<file path="src/design/rv_decode_settings.svh">
`ifndef RV_DECODE_SETTINGS_SVH
`define RV_DECODE_SETTINGS_SVH

// datapath and immediate width
`define RV_XLEN 32

// fetched instruction word, compressed forms sit in the low half
`define RV_ILEN 32

// x0..x31
`define RV_REG_IDX_W 5

// one bit per branch condition: beq bne blt bge bltu bgeu
`define RV_BMASK_W 6

`endif

</file>
<file path="src/design/rv_ctrl_pkg.sv">
`include "rv_decode_settings.svh"

package rv_ctrl_pkg;

   typedef enum logic [4:0] {
      ALU_ADD, ALU_SUB, ALU_SLL, ALU_SLT, ALU_SLTU, ALU_XOR, ALU_SRL, ALU_SRA,
      ALU_OR, ALU_AND,
      ALU_MUL, ALU_MULH, ALU_MULHSU, ALU_MULHU, // m extension from here
      ALU_DIV, ALU_DIVU, ALU_REM, ALU_REMU
   } alu_op_e;

   typedef enum logic {S1_REGVAL1, S1_PC} s1_sel_e;         // alu port 1
   typedef enum logic [1:0] {S2_REGVAL2, S2_IMM} s2_sel_e;  // alu port 2
   typedef enum logic [1:0] {REGIN_ALU, REGIN_IMM} reg_in_sel_e;

   // what the execute unit does after this cycle
   typedef enum logic [2:0] {
      STAGE_FETCH, STAGE_LOAD, STAGE_STORE, STAGE_BRANCH,
      STAGE_SYSTEM, STAGE_TRAP, STAGE_DEAD // dead = unsupported encoding
   } stage_e;

   typedef struct packed {
      logic [`RV_REG_IDX_W-1:0] rs1;
      logic [`RV_REG_IDX_W-1:0] rs2;
      logic [`RV_REG_IDX_W-1:0] rd;
      logic [`RV_XLEN-1:0]      imm;
      logic [`RV_BMASK_W-1:0]   branch_mask;
      alu_op_e                  alu_op;
      s1_sel_e                  s1_sel;
      s2_sel_e                  s2_sel;
      stage_e                   next_stage;
      logic                     wb_from_alu;      // rd written in fetch
      logic                     wb_from_imm;      // lui
      logic                     next_pc_from_alu; // jumps
      reg_in_sel_e              reg_in_sel;
      logic [2:0]               funct3;           // load/store size for the lsu
      logic                     write_reg;        // link write during decode
   } decode_t;

   // base path control, imm and mask come from their own block
   typedef struct packed {
      logic [`RV_REG_IDX_W-1:0] rs1;
      logic [`RV_REG_IDX_W-1:0] rs2;
      logic [`RV_REG_IDX_W-1:0] rd;
      alu_op_e                  alu_op;
      s1_sel_e                  s1_sel;
      s2_sel_e                  s2_sel;
      stage_e                   next_stage;
      logic                     wb_from_alu;
      logic                     wb_from_imm;
      logic                     next_pc_from_alu;
      reg_in_sel_e              reg_in_sel;
      logic [2:0]               funct3;
      logic                     write_reg;
   } base_ctrl_t;

endpackage

</file>
<file path="src/design/rv_isa_pkg.sv">
package rv_isa_pkg;

   // major opcode, instr[6:2]
   typedef enum logic [4:0] {
      OP_LOAD    = 5'b00000,
      OP_MISCMEM = 5'b00011, // fence, decoded as nop
      OP_OPIMM   = 5'b00100,
      OP_AUIPC   = 5'b00101,
      OP_STORE   = 5'b01000,
      OP_OP      = 5'b01100,
      OP_LUI     = 5'b01101,
      OP_BRANCH  = 5'b11000,
      OP_JALR    = 5'b11001,
      OP_JAL     = 5'b11011,
      OP_SYSTEM  = 5'b11100
   } opcode_e;

   // instr[1:0], anything but 11 is a 16 bit word
   typedef enum logic [1:0] {
      Q_C0   = 2'b00,
      Q_C1   = 2'b01,
      Q_C2   = 2'b10,
      Q_BASE = 2'b11
   } quadrant_e;

   // branch funct3
   localparam logic [2:0] F3_BEQ  = 3'b000;
   localparam logic [2:0] F3_BNE  = 3'b001;
   localparam logic [2:0] F3_BLT  = 3'b100;
   localparam logic [2:0] F3_BGE  = 3'b101;
   localparam logic [2:0] F3_BLTU = 3'b110;
   localparam logic [2:0] F3_BGEU = 3'b111;

   // op / op-imm funct3, same codes for register and immediate forms
   localparam logic [2:0] F3_ADD  = 3'b000; // also sub
   localparam logic [2:0] F3_SLL  = 3'b001;
   localparam logic [2:0] F3_SLT  = 3'b010;
   localparam logic [2:0] F3_SLTU = 3'b011;
   localparam logic [2:0] F3_XOR  = 3'b100;
   localparam logic [2:0] F3_SRL  = 3'b101; // also sra
   localparam logic [2:0] F3_OR   = 3'b110;
   localparam logic [2:0] F3_AND  = 3'b111;

   localparam logic [2:0] F3_LW   = 3'b010; // word access

   // compressed funct3, instr[15:13]
   localparam logic [2:0] C0_ADDI4SPN = 3'b000;
   localparam logic [2:0] C0_LW       = 3'b010;
   localparam logic [2:0] C0_SW       = 3'b110;
   localparam logic [2:0] C1_ADDI     = 3'b000; // c.nop too
   localparam logic [2:0] C2_SLLI     = 3'b000;
   localparam logic [2:0] C2_LWSP     = 3'b010;
   localparam logic [2:0] C2_JR       = 3'b100; // jr mv ebreak jalr add
   localparam logic [2:0] C2_SWSP     = 3'b110;

   localparam logic [6:0] F7_MULDIV = 7'b0000001; // m extension
   localparam logic [6:0] F7_ALT    = 7'b0100000; // sub / sra

endpackage

</file>
<file path="src/design/rv_base_ctrl.sv">
`include "rv_decode_settings.svh"

module rv_base_ctrl (
   input  logic [`RV_ILEN-1:0]     i_instr,
   output rv_ctrl_pkg::base_ctrl_t o_ctrl
);

   rv_isa_pkg::opcode_e opcode;
   logic [2:0]          funct3;
   logic [6:0]          funct7;

   assign opcode = rv_isa_pkg::opcode_e'(i_instr[6:2]);
   assign funct3 = i_instr[14:12];
   assign funct7 = i_instr[31:25];

   // integer ops, shared by op and op-imm
   function automatic rv_ctrl_pkg::alu_op_e alu_base(input logic [2:0] f3,
                                                      input logic sub,
                                                      input logic sra);
      case (f3)
         rv_isa_pkg::F3_ADD:  return sub ? rv_ctrl_pkg::ALU_SUB : rv_ctrl_pkg::ALU_ADD;
         rv_isa_pkg::F3_SLL:  return rv_ctrl_pkg::ALU_SLL;
         rv_isa_pkg::F3_SLT:  return rv_ctrl_pkg::ALU_SLT;
         rv_isa_pkg::F3_SLTU: return rv_ctrl_pkg::ALU_SLTU;
         rv_isa_pkg::F3_XOR:  return rv_ctrl_pkg::ALU_XOR;
         rv_isa_pkg::F3_SRL:  return sra ? rv_ctrl_pkg::ALU_SRA : rv_ctrl_pkg::ALU_SRL;
         rv_isa_pkg::F3_OR:   return rv_ctrl_pkg::ALU_OR;
         default:             return rv_ctrl_pkg::ALU_AND;
      endcase
   endfunction

   // m extension, funct3 picks mul/div/rem flavour
   function automatic rv_ctrl_pkg::alu_op_e alu_mext(input logic [2:0] f3);
      case (f3)
         3'd0:    return rv_ctrl_pkg::ALU_MUL;
         3'd1:    return rv_ctrl_pkg::ALU_MULH;
         3'd2:    return rv_ctrl_pkg::ALU_MULHSU;
         3'd3:    return rv_ctrl_pkg::ALU_MULHU;
         3'd4:    return rv_ctrl_pkg::ALU_DIV;
         3'd5:    return rv_ctrl_pkg::ALU_DIVU;
         3'd6:    return rv_ctrl_pkg::ALU_REM;
         default: return rv_ctrl_pkg::ALU_REMU;
      endcase
   endfunction

   always_comb begin
      o_ctrl        = '0;
      o_ctrl.alu_op = rv_ctrl_pkg::ALU_ADD;
      o_ctrl.rs1    = i_instr[19:15]; // regfile read starts during decode
      o_ctrl.rs2    = i_instr[24:20];
      o_ctrl.rd     = i_instr[11:7];
      o_ctrl.funct3 = funct3;

      case (opcode)
         rv_isa_pkg::OP_OP: begin
            o_ctrl.s2_sel = rv_ctrl_pkg::S2_REGVAL2;
            if (funct7 == rv_isa_pkg::F7_MULDIV)
               o_ctrl.alu_op = alu_mext(funct3);
            else
               o_ctrl.alu_op = alu_base(funct3, funct7 == rv_isa_pkg::F7_ALT,
                                        funct7 == rv_isa_pkg::F7_ALT);
            o_ctrl.wb_from_alu = 1'b1; // written back in fetch
            o_ctrl.next_stage  = rv_ctrl_pkg::STAGE_FETCH;
         end
         rv_isa_pkg::OP_OPIMM: begin
            o_ctrl.s2_sel      = rv_ctrl_pkg::S2_IMM;
            o_ctrl.alu_op      = alu_base(funct3, 1'b0, i_instr[30]); // no subi
            o_ctrl.wb_from_alu = 1'b1;
            o_ctrl.next_stage  = rv_ctrl_pkg::STAGE_FETCH;
         end
         rv_isa_pkg::OP_LOAD: begin // address on the alu
            o_ctrl.s2_sel     = rv_ctrl_pkg::S2_IMM;
            o_ctrl.next_stage = rv_ctrl_pkg::STAGE_LOAD;
         end
         rv_isa_pkg::OP_STORE: begin
            o_ctrl.s2_sel     = rv_ctrl_pkg::S2_IMM;
            o_ctrl.next_stage = rv_ctrl_pkg::STAGE_STORE;
         end
         rv_isa_pkg::OP_JAL, rv_isa_pkg::OP_JALR: begin
            o_ctrl.write_reg  = 1'b1; // link address
            o_ctrl.reg_in_sel = rv_ctrl_pkg::REGIN_ALU;
            o_ctrl.s1_sel     = (opcode == rv_isa_pkg::OP_JAL) ? rv_ctrl_pkg::S1_PC
                                                               : rv_ctrl_pkg::S1_REGVAL1;
            o_ctrl.s2_sel           = rv_ctrl_pkg::S2_IMM;
            o_ctrl.next_pc_from_alu = 1'b1; // target from alu
            o_ctrl.next_stage       = rv_ctrl_pkg::STAGE_FETCH;
         end
         rv_isa_pkg::OP_BRANCH: begin // compare rs1 with rs2
            o_ctrl.s2_sel     = rv_ctrl_pkg::S2_REGVAL2;
            o_ctrl.next_stage = rv_ctrl_pkg::STAGE_BRANCH;
         end
         rv_isa_pkg::OP_AUIPC: begin
            o_ctrl.s1_sel      = rv_ctrl_pkg::S1_PC; // pc + imm
            o_ctrl.s2_sel      = rv_ctrl_pkg::S2_IMM;
            o_ctrl.wb_from_alu = 1'b1;
            o_ctrl.next_stage  = rv_ctrl_pkg::STAGE_FETCH;
         end
         rv_isa_pkg::OP_LUI: begin
            o_ctrl.wb_from_imm = 1'b1; // imm straight to rd
            o_ctrl.reg_in_sel  = rv_ctrl_pkg::REGIN_IMM;
            o_ctrl.next_stage  = rv_ctrl_pkg::STAGE_FETCH;
         end
         rv_isa_pkg::OP_MISCMEM: o_ctrl.next_stage = rv_ctrl_pkg::STAGE_FETCH; // nop
         rv_isa_pkg::OP_SYSTEM:  o_ctrl.next_stage = rv_ctrl_pkg::STAGE_SYSTEM;
         default:                o_ctrl.next_stage = rv_ctrl_pkg::STAGE_TRAP;
      endcase
   end

endmodule

</file>
<file path="src/design/rv_base_imm.sv">
`include "rv_decode_settings.svh"

module rv_base_imm (
   input  logic [`RV_ILEN-1:0]    i_instr,
   output logic [`RV_XLEN-1:0]    o_imm,
   output logic [`RV_BMASK_W-1:0] o_branch_mask
);

   rv_isa_pkg::opcode_e opcode;
   logic [2:0]          funct3;
   logic                sgn;

   assign opcode = rv_isa_pkg::opcode_e'(i_instr[6:2]);
   assign funct3 = i_instr[14:12];
   assign sgn    = i_instr[31]; // every format signs from bit 31

   always_comb begin
      case (opcode)
         rv_isa_pkg::OP_STORE: // s format
            o_imm = {{(`RV_XLEN-12){sgn}}, i_instr[31:25], i_instr[11:7]};
         rv_isa_pkg::OP_BRANCH: // b format, halfword aligned
            o_imm = {{(`RV_XLEN-12){sgn}}, i_instr[7], i_instr[30:25],
                     i_instr[11:8], 1'b0};
         rv_isa_pkg::OP_LUI, rv_isa_pkg::OP_AUIPC:
            o_imm = {i_instr[31:12], 12'b0}; // upper 20 bits
         rv_isa_pkg::OP_JAL: // j format
            o_imm = {{(`RV_XLEN-20){sgn}}, i_instr[19:12], i_instr[20],
                     i_instr[30:21], 1'b0};
         default: // i format, meaningless for op but harmless
            o_imm = {{(`RV_XLEN-12){sgn}}, i_instr[31:20]};
      endcase
   end

   // one hot condition for the branch unit
   always_comb begin
      o_branch_mask = '0;
      if (opcode == rv_isa_pkg::OP_BRANCH) begin
         case (funct3)
            rv_isa_pkg::F3_BEQ:  o_branch_mask[0] = 1'b1;
            rv_isa_pkg::F3_BNE:  o_branch_mask[1] = 1'b1;
            rv_isa_pkg::F3_BLT:  o_branch_mask[2] = 1'b1;
            rv_isa_pkg::F3_BGE:  o_branch_mask[3] = 1'b1;
            rv_isa_pkg::F3_BLTU: o_branch_mask[4] = 1'b1;
            rv_isa_pkg::F3_BGEU: o_branch_mask[5] = 1'b1;
            default:             o_branch_mask    = '0; // 010/011 unused
         endcase
      end
   end

endmodule

</file>
<file path="src/design/rv_compressed_decode.sv">
`include "rv_decode_settings.svh"

module rv_compressed_decode (
   input  logic [15:0]          i_cinstr,
   output rv_ctrl_pkg::decode_t o_dec
);

   logic [2:0]               c_funct3;
   logic [`RV_REG_IDX_W-1:0] f_hi; // rd/rs1 field
   logic [`RV_REG_IDX_W-1:0] f_lo; // rs2 field

   assign c_funct3 = i_cinstr[15:13];
   assign f_hi     = i_cinstr[11:7];
   assign f_lo     = i_cinstr[6:2];

   always_comb begin
      o_dec            = '0;
      o_dec.alu_op     = rv_ctrl_pkg::ALU_ADD;
      o_dec.funct3     = rv_isa_pkg::F3_LW; // only word access in rvc subset
      o_dec.rs1        = f_hi;
      o_dec.rd         = f_hi;
      o_dec.rs2        = f_lo;
      o_dec.next_stage = rv_ctrl_pkg::STAGE_DEAD; // overridden by kept forms

      case (rv_isa_pkg::quadrant_e'(i_cinstr[1:0]))
         rv_isa_pkg::Q_C0: begin
            o_dec.rs1    = {2'b01, i_cinstr[9:7]}; // x8..x15
            o_dec.rs2    = {2'b01, i_cinstr[4:2]};
            o_dec.rd     = {2'b01, i_cinstr[4:2]};
            o_dec.s2_sel = rv_ctrl_pkg::S2_IMM;
            o_dec.imm    = {{(`RV_XLEN-7){1'b0}}, i_cinstr[5], i_cinstr[12:10],
                            i_cinstr[6], 2'b00};
            case (c_funct3)
               rv_isa_pkg::C0_LW:       o_dec.next_stage = rv_ctrl_pkg::STAGE_LOAD;
               rv_isa_pkg::C0_SW:       o_dec.next_stage = rv_ctrl_pkg::STAGE_STORE;
               rv_isa_pkg::C0_ADDI4SPN: o_dec.next_stage = rv_ctrl_pkg::STAGE_DEAD;
               default:                 o_dec.next_stage = rv_ctrl_pkg::STAGE_DEAD;
            endcase
         end
         rv_isa_pkg::Q_C1: begin
            if (c_funct3 == rv_isa_pkg::C1_ADDI) begin // c.nop when all zero
               o_dec.s2_sel      = rv_ctrl_pkg::S2_IMM;
               o_dec.imm         = {{(`RV_XLEN-5){i_cinstr[12]}}, i_cinstr[6:2]};
               o_dec.wb_from_alu = 1'b1;
               o_dec.next_stage  = rv_ctrl_pkg::STAGE_FETCH;
            end
         end
         rv_isa_pkg::Q_C2: begin
            case (c_funct3)
               rv_isa_pkg::C2_SLLI: begin
                  o_dec.s2_sel      = rv_ctrl_pkg::S2_IMM;
                  o_dec.imm         = {{(`RV_XLEN-5){1'b0}}, i_cinstr[6:2]}; // shamt
                  o_dec.alu_op      = rv_ctrl_pkg::ALU_SLL;
                  o_dec.wb_from_alu = 1'b1;
                  if (!i_cinstr[12]) // shamt[5] reserved on rv32
                     o_dec.next_stage = rv_ctrl_pkg::STAGE_FETCH;
               end
               rv_isa_pkg::C2_LWSP: begin
                  o_dec.rs1    = 5'd2; // sp relative
                  o_dec.s2_sel = rv_ctrl_pkg::S2_IMM;
                  o_dec.imm    = {{(`RV_XLEN-8){1'b0}}, i_cinstr[3:2], i_cinstr[12],
                                  i_cinstr[6:4], 2'b00};
                  if (f_hi != '0) o_dec.next_stage = rv_ctrl_pkg::STAGE_LOAD;
               end
               rv_isa_pkg::C2_SWSP: begin
                  o_dec.rs1        = 5'd2;
                  o_dec.s2_sel     = rv_ctrl_pkg::S2_IMM;
                  o_dec.imm        = {{(`RV_XLEN-8){1'b0}}, i_cinstr[8:7],
                                      i_cinstr[12:9], 2'b00};
                  o_dec.next_stage = rv_ctrl_pkg::STAGE_STORE;
               end
               rv_isa_pkg::C2_JR: begin
                  o_dec.s2_sel = rv_ctrl_pkg::S2_REGVAL2;
                  if (!i_cinstr[12]) begin
                     if (f_lo == '0 && f_hi != '0) begin // c.jr
                        o_dec.next_pc_from_alu = 1'b1;
                        o_dec.next_stage       = rv_ctrl_pkg::STAGE_FETCH;
                     end else if (f_lo != '0) begin // c.mv is x0 + rs2
                        o_dec.rs1         = '0;
                        o_dec.wb_from_alu = 1'b1;
                        o_dec.next_stage  = rv_ctrl_pkg::STAGE_FETCH;
                     end
                  end else if (f_hi != '0 && f_lo != '0) begin // c.add
                     o_dec.wb_from_alu = 1'b1;
                     o_dec.next_stage  = rv_ctrl_pkg::STAGE_FETCH;
                  end else if (f_hi != '0) begin // c.jalr, link into ra
                     o_dec.rd               = 5'd1;
                     o_dec.write_reg        = 1'b1;
                     o_dec.reg_in_sel       = rv_ctrl_pkg::REGIN_ALU;
                     o_dec.next_pc_from_alu = 1'b1;
                     o_dec.next_stage       = rv_ctrl_pkg::STAGE_FETCH;
                  end
                  // ebreak and rd=0 add stay dead
               end
               default: o_dec.next_stage = rv_ctrl_pkg::STAGE_DEAD;
            endcase
         end
         default: o_dec.next_stage = rv_ctrl_pkg::STAGE_DEAD; // 32 bit word, not used
      endcase
   end

endmodule

</file>
<file path="src/design/rv_decoder.sv">
`include "rv_decode_settings.svh"

module rv_decoder (
   input  logic                 i_clk,
   input  logic                 i_rst_n,
   input  logic                 i_en,      // one decode per strobe
   input  logic [`RV_ILEN-1:0]  i_instr,
   output logic                 o_valid,   // pulse, cycle after i_en
   output rv_ctrl_pkg::decode_t o_dec
);

   logic [`RV_XLEN-1:0]     base_imm;
   logic [`RV_BMASK_W-1:0]  base_bmask;
   rv_ctrl_pkg::base_ctrl_t base_ctrl;
   rv_ctrl_pkg::decode_t    c_dec;
   rv_ctrl_pkg::decode_t    dec_nxt;

   rv_base_imm rv_base_imm_i (
      .i_instr       (i_instr),
      .o_imm         (base_imm),
      .o_branch_mask (base_bmask)
   );

   rv_base_ctrl rv_base_ctrl_i (
      .i_instr (i_instr),
      .o_ctrl  (base_ctrl)
   );

   rv_compressed_decode rv_compressed_decode_i (
      .i_cinstr (i_instr[15:0]), // upper half ignored for rvc
      .o_dec    (c_dec)
   );

   // quadrant picks the path
   always_comb begin
      if (rv_isa_pkg::quadrant_e'(i_instr[1:0]) == rv_isa_pkg::Q_BASE) begin
         dec_nxt = '{rs1:              base_ctrl.rs1,
                     rs2:              base_ctrl.rs2,
                     rd:               base_ctrl.rd,
                     imm:              base_imm,
                     branch_mask:      base_bmask,
                     alu_op:           base_ctrl.alu_op,
                     s1_sel:           base_ctrl.s1_sel,
                     s2_sel:           base_ctrl.s2_sel,
                     next_stage:       base_ctrl.next_stage,
                     wb_from_alu:      base_ctrl.wb_from_alu,
                     wb_from_imm:      base_ctrl.wb_from_imm,
                     next_pc_from_alu: base_ctrl.next_pc_from_alu,
                     reg_in_sel:       base_ctrl.reg_in_sel,
                     funct3:           base_ctrl.funct3,
                     write_reg:        base_ctrl.write_reg};
      end else begin
         dec_nxt = c_dec;
      end
   end

   always_ff @(posedge i_clk or negedge i_rst_n) begin
      if (!i_rst_n) begin
         o_valid <= 1'b0;
         o_dec   <= '0;
      end else begin
         o_valid <= i_en;
         if (i_en) o_dec <= dec_nxt; // holds otherwise
      end
   end

endmodule

</file>
<file path="config.mk">
export PLATFORM = sky130hd
export DESIGN_NAME = rv_decoder
export DESIGN_NICKNAME = d
export VERILOG_FILES = /design/src/design/rv_ctrl_pkg.sv /design/src/design/rv_isa_pkg.sv /design/src/design/rv_base_ctrl.sv /design/src/design/rv_base_imm.sv /design/src/design/rv_compressed_decode.sv /design/src/design/rv_decoder.sv
export VERILOG_INCLUDE_DIRS = /design/src /design/src/design
export SDC_FILE = /design/constraint.sdc
export NUM_CORES = 1
export LEC_CHECK = 0
export ABC_AREA = 1
export BUFFER_PORTS_ARGS = -buffer_cell sky130_fd_sc_hd__buf_2
export CAP_MARGIN = 20
export CORE_MARGIN = 5
export CORE_UTILIZATION = 53
export DETAILED_ROUTE_END_ITERATION = 6
export PLACE_DENSITY = 0.86
export SLEW_MARGIN = 20
export SYNTH_ARGS = -nofsm -noshare
export SYNTH_HDL_FRONTEND = slang
export SYNTH_SLANG_ARGS = --single-unit
</file>
<file path="constraint.sdc">
create_clock -name i_clk -period 1.04 [get_ports i_clk]
set_clock_uncertainty 0.15 [all_clocks]
set_input_delay 0 -clock i_clk [delete_from_list [all_inputs] [get_ports i_clk]]
set_output_delay 0 -clock i_clk [all_outputs]
set_load 0.01 [all_outputs]
</file>
==> insert_results.sql, run 1 <==
INSERT INTO impl_metrics (metric_group, metric, value, unit) VALUES
('power_and_ir_drop', 'sw_frac_of_total', '35.6', '%'),
('timing', 'max_clk_rate', '0.722', 'GHz'),
('finish', 'cell_area_after_layout', '6940', 'sq um'),
('setup_path', 'regToRegSetupSlack', '-0.21', 'ns'),
('timing', 'totalNegativeSetupSlack', '-3.13', 'ns'),
('clock_network', 'tritoncts', 'built', ''),
('clock_network', 'clk-insertion-delay-late', '0.35', 'ns'),
('timing', 'shortest_period_the_worst_path_allows', '1.38', 'ns'),
('finish', 'filler_cell_count', '315', ''),
('setup_path', 'worstSetupEndpointType', 'flip-flop', ''),
('die', 'floorplan.die_area', '9790', 'sq um'),
('hold_path', 'worstHoldEndpoint', 'o_dec[20]', ''),
('route', 'total_detailed_routing_wirelength', '22.8', 'mm'),
('power_and_ir_drop', 'vdd_ir_drop_max', '0.731', 'mV'),
('clock_network', 'cts.sinks', '71', ''),
('power_and_ir_drop', 'p_total', '7.68', 'mW'),
('route', 'detailedRoute.firstPassIterationCount', '7', ''),
('power_and_ir_drop', 'pwr-share-clk', '28.9', '%'),
('die', 'top_level_ports', '109', ''),
('setup_path', 'critPathLaunchType', 'primary input', ''),
('synth', 'post-synth-top-count-cell', 'nand2_1', ''),
('die', 'core_region_area', '7730', 'sq um'),
('synth', 'synth_largest_area_cell', 'dfrtp_1', ''),
('route', 'antenna_left', '0', ''),
('placed_design', 'dp_cells', '822', ''),
('timing', 'worst_hold_slack', '-0.0862', 'ns'),
('synth', 'postSynthRegisterBits', '71', ''),
('timing', 'unrepaired_setup_endpoints_after_global_routing', 'true', ''),
('route', 'detailroute.via_count', '5965', ''),
('setup_path', 'required_time_at_the_worst_slack_endpoint', '1.14', 'ns'),
('setup_path', 'setup.worst_path.class', 'in2reg', ''),
('timing', 'timing.final.ws_setup', '-0.345', 'ns'),
('synth', 'post_synth_inst_count', '526', ''),
('setup_path', 'worst_r2r_endpoint', 'o_dec[31]', ''),
('finish', 'syn_to_final_growth', '65.5', '%'),
('synth', 'syn-cell-area', '4190', 'sq um'),
('timing', 'final_hold_viol_count', '4', ''),
('route', 'detail_route.vias_per_cell', '6.47', ''),
('placed_design', 'dp_hpwl', '12.3', 'mm'),
('synth', 'main_area_contributors_after_synthesis', 'dfrtp_1, nand2_1, nor2_1', ''),
('placed_design', 'dpl_cell_area', '5760', 'sq um'),
('run_status', 'status', 'finished, violations left', ''),
('power_and_ir_drop', 'p_int', '4.95', 'mW'),
('global_route', 'grt_util_all_layers', '36.1', '%'),
('hold_path', 'hold_start', 'i_instr[13]', ''),
('run_status', 'failed_checks', 'DRC, hold timing, setup timing', ''),
('power_and_ir_drop', 'p_per_area', '1110', 'nW/um^2'),
('route', 'drc', '63', ''),
('setup_path', 'critPathMaxFanout', '4', ''),
('hold_path', 'worst_hold_path.num_cells', '4', ''),
('setup_path', 'rr_startpoint', 'o_dec[31]', ''),
('synth', 'ys_seq_area_share', '42.4', '%'),
('synth', 'post_synth.cell_area_avg', '7.97', 'sq um'),
('synth', 'synth_top_area_share', '42.4', '%'),
('global_route', 'grt_max_degree', '72', ''),
('timing', 'report.final.setup_viol', '82', ''),
('die', 'core.rowCount', '32', ''),
('route', 'routed_wire_length_per_instance', '24.7', 'um'),
('timing', 'timing.final.max_slew_violations', '0', ''),
('power_and_ir_drop', 'share_seq_of_total_power', '40.8', '%'),
('timing', 'final_min_period_over_clock_period', '133', '%'),
('synth', 'synth_warnings', '0', ''),
('synth', 'ys_types', '53', ''),
('die', 'die_height', '98.9', 'um'),
('setup_path', 'critical_path_arrival', '1.48', 'ns'),
('clock_network', 'cell_chosen_for_the_clock_root', 'clkbuf_8', ''),
('power_and_ir_drop', 'leakagePower', '3.65', 'nW'),
('clock_network', 'htree_levels', '3', ''),
('global_route', 'grt.overflow.total', '0', ''),
('finish', 'nNetsFinal', '852', ''),
('hold_path', 'hold_path_class', 'in2reg', '');
==> layer usage <==
layer	GRT usage, %	vias up	part of all wire [%]
met3	8.56	256	13
li1	-	2334	-
met4	17.1	2	10
met2	58.9	701	45
met1	45.1	2672	32
met5	0	-	0.14
==> metrics by stage <==
stage	hold WS, ns	setup slack [ns]	util, %
finish	-0.0862	-0.345	89.8
global route	-0.0787	-0.285	89.8
CTS	-0.0893	-0.0301	81.9
detailed placement	-0.0888	-0.436	74.6
global placement	-0.0991	-0.441	74.6
floorplan	-0.446	-0.0646	-
==> worst max-delay path by stage <==
| stage | startpoint | endpoint | slack, ns |
|---|---|---|---|
| 2_1_floorplan | i_instr[13] | o_dec[40] | -0.06 |
| 3_3_place_gp | i_instr[1] | o_dec[12] | -0.44 |
| 3_5_place_dp | i_instr[0] | o_dec[24] | -0.44 |
| 4_1_cts | o_dec[72] | o_dec[72] | -0.03 |
| 5_1_grt | o_dec[31] | o_dec[31] | -0.29 |
| 6_report | i_instr[0] | o_dec[69] | -0.34 |
==> timing repair <==
action,CTS,global route
endpoints found under the hold margin,123,9
gates cloned,0,1
gates resized for setup,4,77
setup buffers,9,41
endpoints found under the setup margin,33,114
pin swaps,2,36
hold buffers,31,2
==> cell usage in the layout, fill, tap and decap left out, types with 6 or more instances in the layout <==
cell type and count:
buf_4 154, nand2_1 108, buf_2 87, dfrtp_1 71, nor2_1 50, nand3_1 36, dlygate4sd3_1 32, a21oi_1 29
inv_1 27, buf_6 17, inv_2 16, o21ai_1 14, o21ai_0 13, nor2_4 11, clkbuf_8 10, nand3_2 9
nand2_2 9, o211ai_1 9, nand4_1 8, nand2_4 7, nor3_1 7, a31oi_1 6
==> state kept, by name (all words and copies together) (netlist names) <==
name	cells
o_dec	70
o_valid	1
==> cell families (layout without fill, tap and decap cells) <==
| logic type | after synthesis | count (layout) | synth area share, % |
|---|---|---|---|
| DFF | 71 | 71 | 42.4 |
| AOI/OAI and AO/OA | 107 | 108 | 16.2 |
| and+or+nand+nor | 264 | 264 | 31.5 |
| other | 1 | 4 | 0.0894 |
| buffers and inverters | 79 | 369 | 8.65 |
| adders and majority gates | 4 | 4 | 1.19 |
==> worst max-delay path, stage by stage <==
cell and delay, ns:
buf_4 0.15, inv_8 0.06, ha_4 0.19, buf_4 0.16, buf_4 0.11, nand2_1 0.11
a21oi_1 0.39, nand2_1 0.14, nand2_1 0.10, nand2_1 0.07
==> power by group through the flow <==
stage	combinational (mW)	clock (mW)	sequential, mW
final	2.33	2.22	3.13
after global routing	2.43	2.27	3.14
after CTS	1.88	2.10	3.09
after detailed placement	1.74	0	3.14
after global placement	1.71	0	3.13
after floorplan	0.732	0	3.23
==> cell type report <==
type	count	area, sq um	share of cell area (%)
Sequential cell	71	1780	25.6
Clock buffer	12	145	2.09
Multi-Input combinational cell	378	2340	33.8
Timing Repair Buffer	298	2250	32.4
Tap cell	102	128	1.84
Inverter	55	264	3.80
Antenna cell	2	5.00	0.0721
Clock inverter	4	31.3	0.451
Power figures use the tool's default switching activity.
==> run 2, diff against run 1 <==
==> constraint.sdc (replaced) <==
create_clock -name i_clk -period 1.04 [get_ports i_clk]
set_clock_uncertainty 0.15 [all_clocks]
set_input_delay 0.208 -clock i_clk [delete_from_list [all_inputs] [get_ports i_clk]]
set_output_delay 0.208 -clock i_clk [all_outputs]
set_load 0.01 [all_outputs]
==> insert_results.sql, run 2 <==
INSERT INTO impl_metrics (metric_group, metric, value, unit) VALUES
('run_status', 'status', 'stopped before the end', ''),
('run_status', 'haltStage', 'global routing', ''),
('run_status', 'stop_error', '[ERROR DPL-0038] Utilization greater than 100%, impossible to legalize', ''),
('clock_network', 'htree_levels', '3', ''),
('synth', 'syn-cell-area', '4190', 'sq um'),
('synth', 'ys_types', '53', ''),
('placed_design', 'dp_cells', '822', ''),
('synth', 'synth_warnings', '0', ''),
('synth', 'synth_edf_count', '0', ''),
('placed_design', 'dp_hpwl', '12.4', 'mm'),
('die', 'die_width', '98.9', 'um'),
('synth', 'ys_seq_area_share', '42.4', '%'),
('clock_network', 'cell_chosen_for_the_clock_root', 'clkbuf_8', ''),
('placed_design', 'finalWeightedCongestion', '1.00', ''),
('placed_design', 'detailedPlace.worstSlack', '-0.749', 'ns'),
('synth', 'main_area_contributors_after_synthesis', 'dfrtp_1, nand2_1, nor2_1', ''),
('die', 'effective_utilization_at_floorplan', '54.3', '%'),
('synth', 'synth_largest_area_cell', 'dfrtp_1', ''),
('timing', 'grt-worst-endpoint', 'o_dec[14]', ''),
('clock_network', 'numCtsBuffers', '9', ''),
('synth', 'postSynthRegisterBits', '71', ''),
('placed_design', 'portBuffers', '106', ''),
('global_route', 'grt_max_degree', '72', ''),
('die', 'die_height', '98.9', 'um'),
('synth', 'ys_top_cells_by_count', 'nand2_1, dfrtp_1, nor2_1, nand3_1, inv_1', ''),
('die', 'core.rowCount', '32', ''),
('synth', 'async_set_or_reset_flop_fraction_in_the_synthesized_netlist', '100', '%'),
('clock_network', 'cts.sinks', '71', ''),
('synth', 'post_synth_inst_count', '526', ''),
('clock_network', 'cts-root-to-sink-buffers', '2', ''),
('synth', 'synth-main-ff-cell', 'dfrtp_1', ''),
('synth', 'post_synth.cell_area_avg', '7.97', 'sq um'),
('timing', 'worstEndpointType', 'top-level output', ''),
('synth', 'post-synth-top-count-cell', 'nand2_1', ''),
('die', 'top_level_ports', '109', ''),
('synth', 'synth_top_area_share', '42.4', '%');
## run 2: cell counts after synthesis
No cell type changed its count.
## run 2: cells by family after synthesis
kind of cell,count (synthesis),synth area share (%)
adder cells (fa/ha/maj),4,1.19
buffers and inverters,79,8.65
AO/OA/AOI/OAI,107,16.2
other,1,0.0894
AND/OR/NAND/NOR,264,31.5
flip-flops,71,42.4
## run 2: repair_timing
action | 4_1_cts
gates resized for setup | 137
hold buffers | 6
pin swaps | 78
endpoints found under the hold margin | 76
endpoints found under the setup margin | 139
gates cloned | 3
buffers inserted | 49
## run 2: stage by stage
step	setup TNS, ns	instance area [sq um]	hold WS [ns]
floorplan	-12.90	4550	-0.238
global placement	-34.47	5850	0.107
detailed placement	-36.68	5850	0.117
CTS	-18.01	7100	0.00555
==> run 3, diff against run 2 <==
--- a/config.mk
+++ b/config.mk
@@ -10,9 +10,9 @@
 export BUFFER_PORTS_ARGS = -buffer_cell sky130_fd_sc_hd__buf_2
 export CAP_MARGIN = 20
 export CORE_MARGIN = 5
-export CORE_UTILIZATION = 53
+export CORE_UTILIZATION = 40
 export DETAILED_ROUTE_END_ITERATION = 6
-export PLACE_DENSITY = 0.86
+export PLACE_DENSITY_LB_ADDON = 0.15
 export SLEW_MARGIN = 20
 export SYNTH_ARGS = -nofsm -noshare
 export SYNTH_HDL_FRONTEND = slang
==> insert_results.sql, run 3 (same netlist as run 1, synthesis figures left out) <==
INSERT INTO impl_metrics (metric_group, metric, value, unit) VALUES
('run_status', 'status', 'finished, violations left', ''),
('run_status', 'failed_checks', 'setup timing', ''),
('finish', 'most_common_cell_after_layout_fill_and_taps_aside', 'buf_4', ''),
('timing', 'unrepaired_setup_endpoints_after_global_routing', 'true', ''),
('finish', 'syn_to_final_growth', '91.1', '%'),
('finish', 'nNetsFinal', '874', ''),
('timing', 'worst_hold_slack', '0.0279', 'ns'),
('die', 'effective_utilization_at_floorplan', '40.8', '%'),
('route', 'detailroute.via_count', '5130', ''),
('timing', 'report.final.setup_viol', '136', ''),
('timing', 'shortest_period_the_worst_path_allows', '1.29', 'ns'),
('clock_network', 'tritoncts', 'built', ''),
('timing', 'totalNegativeSetupSlack', '-21.11', 'ns'),
('placed_design', 'portBuffers', '106', ''),
('setup_path', 'crit_path_top_delay_cell', 'dfrtp_1', ''),
('clock_network', 'cts-root-to-sink-buffers', '2', ''),
('route', 'antenna_left', '0', ''),
('finish', 'layout_common_cells', 'buf_4, buf_2, nand2_1', ''),
('clock_network', 'numCtsBuffers', '9', ''),
('route', 'detailedRoute.firstPassIterationCount', '5', ''),
('finish', 'filler_cell_count', '745', ''),
('die', 'core_region_area', '10300', 'sq um'),
('finish', 'layoutNonFillerInstCount', '976', ''),
('die', 'core.rowCount', '37', ''),
('clock_network', 'cell_chosen_for_the_clock_root', 'clkbuf_8', ''),
('route', 'routed_wire_length_per_instance', '18.3', 'um'),
('finish', 'biggestRegsByFlops', 'o_dec: 70 flops, o_valid: 1 flops', ''),
('setup_path', 'critical_path_arrival', '0.94', 'ns'),
('setup_path', 'crit_family', 'flip-flops', ''),
('hold_path', 'hold_path_class', 'in2reg', ''),
('timing', 'final_min_period_over_clock_period', '124', '%'),
('power_and_ir_drop', 'leakagePower', '4.01', 'nW'),
('die', 'floorplan.die_area', '12600', 'sq um'),
('die', 'die_height', '112', 'um'),
('setup_path', 'required_time_at_the_worst_slack_endpoint', '0.68', 'ns'),
('power_and_ir_drop', 'vdd_ir_drop_max', '0.716', 'mV'),
('finish', 'share_of_post_route_cells_with_drive_strength_above_1', '61.5', '%'),
('global_route', 'grt_antenna_before_repair', '0', ''),
('setup_path', 'setup.worst_path.class', 'reg2out', ''),
('finish', 'flip_flop_count_of_the_largest_register_all_copies_and_words_added', '70', ''),
('timing', 'final_hold_viol_count', '0', ''),
('setup_path', 'timing.critical_path.slowest_cell_delay', '0.43', 'ns'),
('clock_network', 'htree_levels', '3', ''),
('timing', 'max_clk_rate', '0.773', 'GHz'),
('route', 'detail_route.vias_per_cell', '5.26', ''),
('clock_network', 'clk-insertion-delay-late', '0.34', 'ns'),
('power_and_ir_drop', 'p_total', '8.42', 'mW'),
('placed_design', 'dp_cells', '864', ''),
('finish', 'antenna_cells', '0', ''),
('global_route', 'grt.overflow.total', '0', ''),
('flow_run', 'drv_cap', '0', ''),
('route', 'total_detailed_routing_wirelength', '17.9', 'mm'),
('route', 'drt_iter0_drc', '322', ''),
('clock_network', 'clk_pin_slew_worst_paths', '0.08', 'ns'),
('timing', 'timing.final.max_slew_violations', '0', ''),
('setup_path', 'critPathLaunchType', 'flip-flop', ''),
('placed_design', 'dp_hpwl', '12.7', 'mm'),
('die', 'top_level_ports', '109', ''),
('setup_path', 'cp_cell_sequence', 'buf_2', ''),
('global_route', 'first_global_vias', '4947', ''),
('clock_network', 'cts.sinks', '71', ''),
('finish', 'registers.top_by_ff_count', 'o_dec', ''),
('timing', 'timing.final.ws_setup', '-0.253', 'ns'),
('placed_design', 'finalWeightedCongestion', '0.960', ''),
('global_route', 'grt_util_all_layers', '27.2', '%'),
('setup_path', 'worstPathBufferInverterCount', '1', ''),
('route', 'drc', '0', ''),
('setup_path', 'worstSetupEndpointType', 'output port', ''),
('power_and_ir_drop', 'p_per_area', '1050', 'nW/um^2'),
('global_route', 'grt_max_degree', '31', ''),
('setup_path', 'critPathMaxFanout', '2', ''),
('global_route', 'grt_pass1_wl', '27.0', 'mm'),
('die', 'die_width', '112', 'um');
==> run 3: report_power, final <==
group	internal, mW	leakage [nW]	total (mW)	switching, mW
combinational	1.21	2.98	2.53	1.33
clock	1.67	0.124	2.80	1.13
sequential	2.97	0.904	3.09	0.124
==> run 3: layout make-up <==
cell class | count | area [sq um] | share of cell area [%]
repair inverters | 1 | 11.3 | 0.141
inverters | 55 | 340 | 4.25
well taps | 136 | 170 | 2.12
multi-input cells | 378 | 2910 | 36.3
clock buffers | 11 | 141 | 1.76
repair buffers | 319 | 2560 | 32.0
flip-flops and latches | 71 | 1780 | 22.2
clock inverters | 5 | 104 | 1.30
==> run 3: what timing repair did <==
| action | 4_1_cts | 5_1_grt |
|---|---|---|
| setup buffers | 63 | 31 |
| cloned | 2 | 0 |
| hold buffers | 7 | 0 |
| resized for setup | 150 | 101 |
| setup endpoints to repair | 140 | 138 |
| pin swaps | 91 | 85 |
| endpoints found under the hold margin | 77 | 0 |
==> run 3: final timing paths <==
path | cells past startpoint | from | slack [ns] | to
max | 1 | o_dec[12] | -0.25 | o_dec[12]
min | 3 | i_instr[20] | 0.03 | o_dec[63]
max reg2reg | 3 | o_dec[70] | -0.12 | o_dec[70]
min reg2reg | 2 | o_dec[11] | 0.33 | o_dec[11]
max in group asynchronous | 3 | i_rst_n | 0.19 | o_dec[32]
min in group asynchronous | 2 | i_rst_n | 0.10 | o_dec[17]
==> run 3: per-layer routing <==
| layer | vias to the layer above | track usage [%] | part of all wire [%] |
|---|---|---|---|
| met1 | 2548 | 37.0 | 44 |
| met2 | 171 | 46.6 | 50 |
| met5 | - | 0 | 0 |
| met3 | 29 | 2.91 | 4.0 |
| met4 | 0 | 6.57 | 1.7 |
| li1 | 2382 | - | - |
==> run 3: metrics by stage <==
step,setup slack [ns],utilization (%),cell area (sq um)
after floorplan,-0.286,-,4550
after global placement,-0.688,58.1,5970
after detailed placement,-0.685,58.1,5970
after CTS,-0.259,71.7,7370
after global routing,-0.288,78.0,8010
final,-0.253,78.0,8010
